===== src/hdl/comms_config.svh =====
`ifndef COMMS_CONFIG_SVH
`define COMMS_CONFIG_SVH

// clocks per serial bit on the link
`define COMMS_BIT_CYCLES 8

// roster slots, one per player id
`define COMMS_NUM_PLAYERS 4

// payload bits in one frame, between start and stop bit
`define COMMS_PACKET_BITS 32

`endif


===== src/hdl/comms_pkg.sv =====
`default_nettype none

`include "comms_config.svh"

package comms_pkg;

    typedef logic [1:0] player_id_t;

    typedef logic [2:0] game_state_t; // game phase, only player 0 is authoritative

    typedef struct packed {
        logic [1:0] direction;
        logic [8:0] loc_x;
        logic [8:0] loc_y;
        logic [3:0] state;
    } player_info_t;

    // low 3 bits of every packet
    typedef enum logic [2:0] {
        PTYPE_PSTATE = 3'b000,
        PTYPE_ACK    = 3'b111
    } ptype_e;

    // 32 bit packet, player in the top bits, type in the bottom bits
    typedef struct packed {
        player_id_t   player;
        player_info_t info;
        game_state_t  game_state; // zero unless sent by player 0
        ptype_e       ptype;
    } packet_t;

    // slot index is the player id
    typedef player_info_t [`COMMS_NUM_PLAYERS-1:0] roster_t;

endpackage

`default_nettype wire


===== src/hdl/serial_rx.sv =====
`timescale 1ns/1ps
`default_nettype none

`include "comms_config.svh"

module serial_rx import comms_pkg::*; (
    input  wire     clk,
    input  wire     rst,
    input  wire     line_in,
    output logic    rx_valid,
    output packet_t rx_packet
);

    localparam int BIT_CYCLES = `COMMS_BIT_CYCLES;
    localparam int PKT_BITS   = `COMMS_PACKET_BITS;
    localparam int CNT_W      = $clog2(BIT_CYCLES);
    localparam int BIT_W      = $clog2(PKT_BITS);
    localparam logic [CNT_W-1:0] CNT_LAST = CNT_W'(BIT_CYCLES - 1);
    localparam logic [CNT_W-1:0] CNT_HALF = CNT_W'(BIT_CYCLES / 2 - 1);
    localparam logic [BIT_W-1:0] BIT_LAST = BIT_W'(PKT_BITS - 1);

    typedef enum logic [1:0] {RX_IDLE, RX_START, RX_DATA, RX_STOP} rx_state_e;

    rx_state_e           state;
    logic                line_meta;
    logic                line_sync;
    logic                line_prev;
    logic [CNT_W-1:0]    cnt;
    logic [BIT_W-1:0]    bit_cnt;
    logic [PKT_BITS-1:0] shift_reg;

    // two-flop synchroniser, third flop for the falling edge
    always_ff @(posedge clk) begin
        if (rst) begin
            line_meta <= 1'b1;
            line_sync <= 1'b1;
            line_prev <= 1'b1;
        end else begin
            line_meta <= line_in;
            line_sync <= line_meta;
            line_prev <= line_sync;
        end
    end

    always_ff @(posedge clk) begin
        if (rst) begin
            state    <= RX_IDLE;
            cnt      <= '0;
            bit_cnt  <= '0;
            rx_valid <= 1'b0;
        end else begin
            rx_valid <= 1'b0;
            case (state)
                RX_IDLE: begin
                    cnt     <= '0;
                    bit_cnt <= '0;
                    if (line_prev && !line_sync)
                        state <= RX_START;
                end
                RX_START: begin
                    if (cnt == CNT_HALF) begin
                        cnt   <= '0;
                        state <= line_sync ? RX_IDLE : RX_DATA; // high at mid-bit is a glitch
                    end else begin
                        cnt <= cnt + 1'b1;
                    end
                end
                RX_DATA: begin
                    if (cnt == CNT_LAST) begin
                        cnt     <= '0;
                        bit_cnt <= bit_cnt + 1'b1;
                        if (bit_cnt == BIT_LAST)
                            state <= RX_STOP;
                    end else begin
                        cnt <= cnt + 1'b1;
                    end
                end
                RX_STOP: begin
                    if (cnt == CNT_LAST) begin
                        rx_valid <= line_sync; // low stop bit drops the frame
                        state    <= RX_IDLE;
                    end else begin
                        cnt <= cnt + 1'b1;
                    end
                end
                default: state <= RX_IDLE;
            endcase
        end
    end

    // data arrives lsb first, so shift in from the top
    always_ff @(posedge clk) begin
        if (state == RX_DATA && cnt == CNT_LAST)
            shift_reg <= {line_sync, shift_reg[PKT_BITS-1:1]};
        if (state == RX_STOP && cnt == CNT_LAST && line_sync)
            rx_packet <= packet_t'(shift_reg);
    end

endmodule

`default_nettype wire


===== src/hdl/roster_update.sv =====
`timescale 1ns/1ps
`default_nettype none

`include "comms_config.svh"

module roster_update import comms_pkg::*; (
    input  wire          clk,
    input  wire          rst,
    input  wire          player_id_t player_id,
    input  wire          player_info_t local_info,
    input  wire          rx_valid,
    input  wire          packet_t rx_packet,
    output roster_t      roster,
    output game_state_t  game_state_out
);

    logic rx_pstate;
    logic rx_from_main;

    // remote player state, never our own id
    assign rx_pstate = rx_valid && (rx_packet.ptype == PTYPE_PSTATE)
                       && (rx_packet.player != player_id);

    // game state is only trusted from player 0
    assign rx_from_main = rx_pstate && (rx_packet.player == '0);

    always_ff @(posedge clk) begin
        if (rst) begin
            roster         <= '0;
            game_state_out <= '0;
        end else begin
            for (int i = 0; i < `COMMS_NUM_PLAYERS; i++) begin
                if (player_id_t'(i) == player_id) begin
                    roster[i] <= local_info; // own slot mirrors local inputs
                end else if (rx_pstate && rx_packet.player == player_id_t'(i)) begin
                    roster[i] <= rx_packet.info;
                end
            end
            if (rx_from_main)
                game_state_out <= rx_packet.game_state;
        end
    end

endmodule

`default_nettype wire


===== src/hdl/state_tx_ctrl.sv =====
`timescale 1ns/1ps
`default_nettype none

module state_tx_ctrl import comms_pkg::*; (
    input  wire     clk,
    input  wire     rst,
    input  wire     player_id_t player_id,
    input  wire     player_info_t local_info,
    input  wire     game_state_t local_game_state,
    input  wire     rx_valid,
    input  wire     packet_t rx_packet,
    input  wire     tx_ack,
    output logic    tx_req,
    output packet_t tx_packet
);

    typedef enum logic [1:0] {
        ST_IDLE     = 2'b00,
        ST_REQ      = 2'b01,
        ST_RELEASE  = 2'b10,
        ST_WAIT_ACK = 2'b11
    } ctrl_state_e;

    ctrl_state_e state;
    packet_t     local_packet;
    packet_t     last_sent;
    logic        is_main;

    assign is_main = (player_id == '0);

    always_comb begin
        local_packet.player     = player_id;
        local_packet.info       = local_info;
        local_packet.game_state = is_main ? local_game_state : '0;
        local_packet.ptype      = PTYPE_PSTATE;
    end

    always_ff @(posedge clk) begin
        if (rst) begin
            state     <= ST_IDLE;
            tx_req    <= 1'b0;
            last_sent <= '0;
        end else begin
            case (state)
                ST_IDLE: begin
                    // the main node does not report its state this way
                    if (!is_main && local_packet != last_sent) begin
                        last_sent <= local_packet;
                        tx_req    <= 1'b1;
                        state     <= ST_REQ;
                    end
                end
                ST_REQ: begin
                    if (tx_ack) begin
                        tx_req <= 1'b0;
                        state  <= ST_RELEASE;
                    end
                end
                ST_RELEASE: begin
                    if (!tx_ack)
                        state <= ST_WAIT_ACK;
                end
                ST_WAIT_ACK: begin
                    if (rx_valid && rx_packet.ptype == PTYPE_ACK)
                        state <= ST_IDLE; // peer has the packet
                end
                default: state <= ST_IDLE;
            endcase
        end
    end

    // held stable through the whole req/ack exchange
    always_ff @(posedge clk) begin
        if (state == ST_IDLE && !is_main && local_packet != last_sent)
            tx_packet <= local_packet;
    end

endmodule

`default_nettype wire


===== src/hdl/serial_tx.sv =====
`timescale 1ns/1ps
`default_nettype none

`include "comms_config.svh"

module serial_tx import comms_pkg::*; (
    input  wire  clk,
    input  wire  rst,
    input  wire  tx_req,
    input  wire  packet_t tx_packet,
    output logic tx_ack,
    output logic line_out
);

    localparam int BIT_CYCLES = `COMMS_BIT_CYCLES;
    localparam int PKT_BITS   = `COMMS_PACKET_BITS;
    localparam int CNT_W      = $clog2(BIT_CYCLES);
    localparam int FRM_W      = $clog2(PKT_BITS + 2);
    localparam logic [CNT_W-1:0] CNT_LAST = CNT_W'(BIT_CYCLES - 1);
    localparam logic [FRM_W-1:0] FRM_LAST = FRM_W'(PKT_BITS + 1); // index of the stop bit

    typedef enum logic [1:0] {TX_IDLE, TX_SEND, TX_ACK} tx_state_e;

    tx_state_e         state;
    logic [CNT_W-1:0]  cnt;
    logic [FRM_W-1:0]  bit_cnt;
    logic [PKT_BITS:0] data_sr; // stop bit above the payload

    always_ff @(posedge clk) begin
        if (rst) begin
            state    <= TX_IDLE;
            cnt      <= '0;
            bit_cnt  <= '0;
            tx_ack   <= 1'b0;
            line_out <= 1'b1;
        end else begin
            case (state)
                TX_IDLE: begin
                    cnt     <= '0;
                    bit_cnt <= '0;
                    // ack is already low here, so a high req is a new request
                    if (tx_req) begin
                        line_out <= 1'b0; // start bit
                        state    <= TX_SEND;
                    end
                end
                TX_SEND: begin
                    if (cnt == CNT_LAST) begin
                        cnt <= '0;
                        if (bit_cnt == FRM_LAST) begin
                            line_out <= 1'b1;
                            state    <= TX_ACK;
                        end else begin
                            line_out <= data_sr[0];
                            bit_cnt  <= bit_cnt + 1'b1;
                        end
                    end else begin
                        cnt <= cnt + 1'b1;
                    end
                end
                TX_ACK: begin
                    if (!tx_req) begin
                        tx_ack <= 1'b0;
                        state  <= TX_IDLE;
                    end else begin
                        tx_ack <= 1'b1;
                    end
                end
                default: state <= TX_IDLE;
            endcase
        end
    end

    // payload latched at the request, shifted out lsb first
    always_ff @(posedge clk) begin
        if (state == TX_IDLE && tx_req)
            data_sr <= {1'b1, tx_packet};
        else if (state == TX_SEND && cnt == CNT_LAST)
            data_sr <= {1'b1, data_sr[PKT_BITS:1]};
    end

endmodule

`default_nettype wire


===== src/hdl/comms_top.sv =====
`timescale 1ns/1ps
`default_nettype none

module comms_top import comms_pkg::*; (
    input  wire          clk,
    input  wire          rst,
    input  wire          player_id_t player_id,
    input  wire          player_info_t local_info,
    input  wire          game_state_t local_game_state,
    input  wire          line_in,
    output logic         line_out,
    output roster_t      roster,
    output game_state_t  game_state_out
);

    logic    rx_valid;
    packet_t rx_packet;
    logic    tx_req;
    logic    tx_ack;
    packet_t tx_packet;

    serial_rx u_serial_rx (
        .clk       (clk),
        .rst       (rst),
        .line_in   (line_in),
        .rx_valid  (rx_valid),
        .rx_packet (rx_packet)
    );

    roster_update u_roster_update (
        .clk            (clk),
        .rst            (rst),
        .player_id      (player_id),
        .local_info     (local_info),
        .rx_valid       (rx_valid),
        .rx_packet      (rx_packet),
        .roster         (roster),
        .game_state_out (game_state_out)
    );

    // also watches the receive side for the ACK
    state_tx_ctrl u_state_tx_ctrl (
        .clk              (clk),
        .rst              (rst),
        .player_id        (player_id),
        .local_info       (local_info),
        .local_game_state (local_game_state),
        .rx_valid         (rx_valid),
        .rx_packet        (rx_packet),
        .tx_ack           (tx_ack),
        .tx_req           (tx_req),
        .tx_packet        (tx_packet)
    );

    serial_tx u_serial_tx (
        .clk       (clk),
        .rst       (rst),
        .tx_req    (tx_req),
        .tx_packet (tx_packet),
        .tx_ack    (tx_ack),
        .line_out  (line_out)
    );

endmodule

`default_nettype wire


===== config.mk =====
export PLATFORM = sky130hd
export DESIGN_NAME = comms_top
export DESIGN_NICKNAME = d
export VERILOG_FILES = /design/src/hdl/comms_pkg.sv /design/src/hdl/serial_rx.sv /design/src/hdl/roster_update.sv /design/src/hdl/state_tx_ctrl.sv /design/src/hdl/serial_tx.sv /design/src/hdl/comms_top.sv
export VERILOG_INCLUDE_DIRS = /design/src /design/src/hdl
export SDC_FILE = /design/constraint.sdc
export NUM_CORES = 1
export LEC_CHECK = 0
export CAP_MARGIN = 20
export CORE_MARGIN = 2
export CORE_UTILIZATION = 55
export DETAILED_ROUTE_END_ITERATION = 8
export DONT_BUFFER_PORTS = 1
export PLACE_DENSITY_LB_ADDON = 0.08
export SLEW_MARGIN = 10
export SYNTH_ARGS = -nofsm -noshare
export SYNTH_HDL_FRONTEND = slang
export SYNTH_SLANG_ARGS = --single-unit

===== constraint.sdc =====
create_clock -name clk -period 5.59 [get_ports clk]
set_input_delay 0.559 -clock clk [delete_from_list [all_inputs] [get_ports clk]]
set_output_delay 0.559 -clock clk [all_outputs]
set_load 0.005 [all_outputs]

Yosys cells after proc, flatten, opt, wreduce, memory -nomap -nowiden
Index checks and enable logic that the tools add are counted.
{ "totals": {"register_bits": 283, "inputBits": 32, "output_inout_bits": 100, "wordCells": 184} }
{ "classes": {"n_addsub": 4, "n_eq_ne": 37, "mux": 47, "bitwise_logic": 2, "reduce_logical": 41} }
{ "op_table": {"columns": ["operator", "count"], "rows": [
  ["$mux 24", 8],
  ["$mux 32", 2],
  ["$ne 29x29->1", 1],
  ["$mux 2", 14],
  ["$ne 2x1->1 const B", 9],
  ["$logic_and 1x1->1", 16],
  ["$pmux 2 s4", 2],
  ["$reduce_bool 2->1", 8],
  ["$mux 3", 5],
  ["$eq 2x2->1 const B", 7],
  ["$mux 6", 2],
  ["$ne 2x2->1 const B", 6],
  ["$pmux 3 s4", 1],
  ["$pmux 6 s2", 1],
  ["$logic_not 2->1", 5],
  ["$pmux 5 s2", 1],
  ["$eq 3x3->1 const B", 3],
  ["$reduce_and 3->1", 3],
  ["$eq 2x1->1 const B", 4],
  ["$reduce_and 4->1", 2],
  ["$add 3x1->3 const B", 2],
  ["$add 6x1->6 const B", 1],
  ["$eq 6x6->1 const B", 1],
  ["$mux 1", 6],
  ["16 further kinds", 21]
]} }

Depth between registers and ports, before layout
{ "depth": {"depth_word": 6, "ltp_mapped": 9, "ltp_nobuf": 8} }

Modules after synthesis
Synthesis repeated with hierarchy kept, for this count alone.
{ "hier_totals": {"cells_unflattened": 1082, "area_unflattened_um2": 11945.2} }
{ "modules_own_cells": {"columns": ["mod", "n_inst", "cells_each", "area_each_um2", "seq_area_each_um2"], "rows": [
  ["roster_update", 1, 581, 4620.7, 1981.9],
  ["serial_rx", 1, 150, 2678.8, 2202.1],
  ["state_tx_ctrl", 1, 200, 2562.5, 1511.4],
  ["serial_tx", 1, 151, 2083.2, 1221.2]
]} }

Least setup slack after synthesis
No wires, ideal clock.
{ "synth_path": {"path_type": "reg-to-reg", "start": "reg u_serial_rx.cnt[0]", "end": "reg, netlist name u_serial_rx.rx_packet[0]", "arrival_ns": 2.518, "slack_ns": 2.651, "path_stages_with_launch": 6, "path_buffers": 1, "synth_period_minus_slack_ns": 2.939, "path_cell_list": "dfxtp_1 > ha_1 > ha_1 > clkbuf_1 > nand2_1 > nor2_1"} }
{ "synth_via": {"elab_chain_cells": 3} }
{ "synth_rtl": {"columns": ["item", "line", "rtl"], "rows": [
  ["start: declaration", "serial_rx.sv:28", "logic [CNT_W-1:0] cnt;"],
  ["start signal: assignment", "serial_rx.sv:65", "cnt <= cnt + 1'b1;"],
  ["start signal: assignment", "serial_rx.sv:75", "cnt <= cnt + 1'b1;"],
  ["start signal: assignment", "serial_rx.sv:83", "cnt <= cnt + 1'b1;"],
  ["$eq 3x3->1", "serial_rx.sv:95", "if (state == RX_STOP && cnt == CNT_LAST && line_sync)"],
  ["$logic_and 1x1->1 (2 in series)", "serial_rx.sv:95", null]
]} }
No other way between the ends.
A chain may end at the register's enable or synchronous reset.

Worst setup path after layout
{ "layout_path": {"start": "in player_id[0]", "end": "reg u_state_tx_ctrl.last_sent[15] (netlist bit)"} }
{ "layout_via": {"elab_chain_cells": 5} }
{ "layout_rtl": {"columns": ["item", "line", "rtl"], "rows": [
  ["start: declaration", "comms_top.sv:7", "input wire player_id_t player_id,"],
  ["$logic_not 2->1", "state_tx_ctrl.sv:29", "assign is_main = (player_id == '0);"],
  ["$mux 3", "state_tx_ctrl.sv:34", "local_packet.game_state = is_main ? local_game_state : '0;"],
  ["$ne 29x29->1", "state_tx_ctrl.sv:47", "if (!is_main && local_packet != last_sent) begin"],
  ["$logic_and 1x1->1 (*)", "state_tx_ctrl.sv:47", null],
  ["$reduce_and 2->1 (no source line) (*)", null, null],
  ["end signal: assignment", "state_tx_ctrl.sv:48", "last_sent <= local_packet;"],
  ["end: declaration", "state_tx_ctrl.sv:26", "packet_t last_sent;"]
]} }
Mark *: on every way between the ends. The rest lies on a longest branch, timed or not.

==> run metrics <==
Seq/Total Area, Yosys=60.60%; count of yosys warnings during synthesis=0; placed instance count=1176; area share of the largest cell type after synthesis=32.89%; max cap viols=0; largest net degree at the start of global routing=154; hold path depth=1; total wirelength of the detailed-routed design=between 20000 and 30000 um; count of boundary I/O pins=~130; startpoint-to-endpoint class of the critical path=in -> reg; initial core utilization=56.23%; Async SR Flop Fraction=0%; number of hold buffers added after CTS=0; largest delay contributor family on the critical path=compound AO/OA/AOI/OAI gates; crit-path max cell delay=860 ps; detailed-routing iteration count for the pre-antenna-repair pass=5; overall routing resource usage=between 20 and 25%; Antenna Diode Count=0; final hold violations=0; netlist area before placement=11410 um^2; root cell of the clock tree=sky130_fd_sc_hd__clkbuf_16; Worst Tran Pin Value=1019 ps; clock tree sinks=283; depth of the critical timing path with buffers and inverters included=7; CTS HTree Levels=1; worst rel slew slack=approximately 32%; nature of the critical path startpoint=primary input; most frequently used cell type in the post-synthesis netlist=sky130_fd_sc_hd__dfxtp_1; antenna violation net count after detailed routing=0; average wire per standard cell=21.70 um; port bufs=0; slowest stage cell on the critical path=sky130_fd_sc_hd__a31oi_4; Die Footprint=21920 um^2; Commonest cells post-synth=sky130_fd_sc_hd__dfxtp_1 (158), sky130_fd_sc_hd__nor2_1 (153), sky130_fd_sc_hd__edfxtp_1 (125); number of nets in the layout=985; tightest hold margin=96.66 ps; max FFs per register=96; final RePlAce weighted congestion=0.8412; CTS clock-pin slew for the worst setup and hold paths=60 ps; initial antenna violation count=0; Max Clock Freq=~350 MHz; ratio of cells with drive above 1 in the final layout=between 10% and 20%; number of post-CTS setup repair buffers=0; Hold/Removal Path Class=in -> reg; sequence of cells on the critical path=or2_2, nor2_1, o32ai_2, a31oi_4, buf_4, mux2i_1, nor2_1; share of the clock period used by the worst path=50.99%; clock latency of the later-clocked register in the worst-skew pair=550 ps; number of clock buffers inserted by TritonCTS=30; Post-Syn Instances=966; run status=complete, no violations; count of unresolved DRC violations after routing=0; crit-path max FO=51; shortest clock period the worst path allows after layout=2851 ps; Most Frequent Cell on Critical Path=sky130_fd_sc_hd__nor2_1; via count of the first global-routing pass=7153; x dimension of the die=between 100 and 150 um; placed wire-length estimate=around 18000 um; number of synthesized register bits=roughly 280; Congestion Overflow GR=0; height of the die=148.1 um; IR drop worst, VDD=0.2290 mV; Core Footprint=20300 um^2; final non-filler cell total=1233; DR vias=7280; Resized cells post-CTS=0; Mapped Nets=roughly 1000; data arrival time of the critical path=approximately 3300 ps; total power divided by cell area=431.3 nW/um^2; final setup TNS=0 ps; top register by number of flip-flops=u_roster_update.roster; Final Slew Violations=0; Static Leakage=4.589 nW; area overhead of the layout relative to synthesis=10.18%; ranking of synthesized cells by area=sky130_fd_sc_hd__edfxtp_1 (33%), sky130_fd_sc_hd__dfxtp_1 (28%), sky130_fd_sc_hd__mux2i_1 (8.9%); CTS max path bufs=3; number of flops mapped to enable cells by yosys=~130; initial DRC count=547; most frequently used flop master after synthesis=sky130_fd_sc_hd__dfxtp_1; RSZ-0062 raised after global routing=no; clock tree from TritonCTS=done; Avg Cell Area, Syn=~12 um^2; number of standard-cell rows in the floorplan=between 50 and 60; first-pass GRT wire length=41170 um; worst clock skew on the final layout=between 10 and 15 ps; via density per instance=5.904; worst-case reg-to-reg path depth=7; total buffers and inverters traversed by the critical path=1; largest area contributor in the netlist=sky130_fd_sc_hd__edfxtp_1; count of unique library cells instantiated by Yosys=50; number of failing setup endpoints in the final timing report=0; critical path data required time=6030 ps; Critical Path Sink Type=flip-flop
## cell usage in the layout, fill, tap and decap left out, drive strengths merged, types with 2 or more instances in the layout
| cell type | count |
|---|---|
| dfxtp | 158 |
| a311oi | 24 |
| clkbuf | 37 |
| xnor2 | 28 |
| a21oi | 11 |
| nand3 | 33 |
| or2 | 4 |
| bufinv | 2 |
| nor2 | 153 |
| nand2 | 41 |
| nor4b | 3 |
| clkinv | 16 |
| xor2 | 3 |
| mux2 | 28 |
| a21o | 2 |
| edfxtp | 125 |
| inv | 16 |
| o21ai | 11 |
| a221oi | 2 |
| a22oi | 9 |
| ha | 14 |
| nor3b | 2 |
| nor4 | 2 |
| and2 | 10 |
| nor3 | 6 |
| mux2i | 102 |
| nand2b | 5 |
| nor2b | 8 |
| nand4 | 10 |
| a31oi | 2 |
| a211oi | 73 |
| buf | 9 |
| o31ai | 2 |
## metal layers
metal,up-vias,global-route usage [%],part of all wire (%)
met5,-,0,0
met3,40,7.055,8.4
met1,3558,33.79,44
met4,0,5.810,2.0
met2,221,37.08,46
li1,3461,-,-
## report_power, final
part	switching (mW)	internal [mW]	total [mW]	leakage [nW]
clock network	0.819	1.16	1.98	0.505
logic	0.408	0.364	0.772	1.63
registers	0.143	2.53	2.67	2.46
## final timing paths
kind | startpoint | to | slack [ps]
setup reg to reg | u_state_tx_ctrl.last_sent[5] | u_state_tx_ctrl.last_sent[15] | 2910
hold reg to reg | u_serial_rx.line_meta | u_serial_rx.line_sync | 430
setup / recovery | player_id[0] | u_state_tx_ctrl.last_sent[15] | 2740
hold / removal | rst | u_roster_update.roster[49] | 100
## logic make-up after synthesis
logic type	Yosys count	synth area share (%)
AO/OA/AOI/OAI	143	9.406
multiplexers	130	11.71
adder cells (fa/ha/maj)	14	1.535
buffers and inverters	84	3.234
AND/OR/NAND/NOR	281	11.14
flip-flops	283	60.60
XOR/XNOR	31	2.379
## area by class of cell
class                      instances  area [um^2]
clock buffer                      37        838.3
fill                            1638         7724
multi-input combinational        599         4167
tap                              270        337.8
clock inverter                    19        168.9
inverter                          16        60.06
timing repair buffer               9        87.58
sequential                       283         6917
## through the flow
stage / utilization (%) / area, um^2 / power [mW] / setup WS, ps
after floorplan: - / 11410 / 3.325 / 2651
after global placement: 56.85 / 11540 / 3.447 / 2261
after detailed placement: 56.85 / 11540 / 3.497 / 2144
after CTS: 61.82 / 12550 / 5.472 / 2722
after global routing: 61.95 / 12580 / 5.662 / 2568
final: 61.95 / 12580 / 5.424 / 2739
Note: power is estimated with default switching activity, not from simulation.
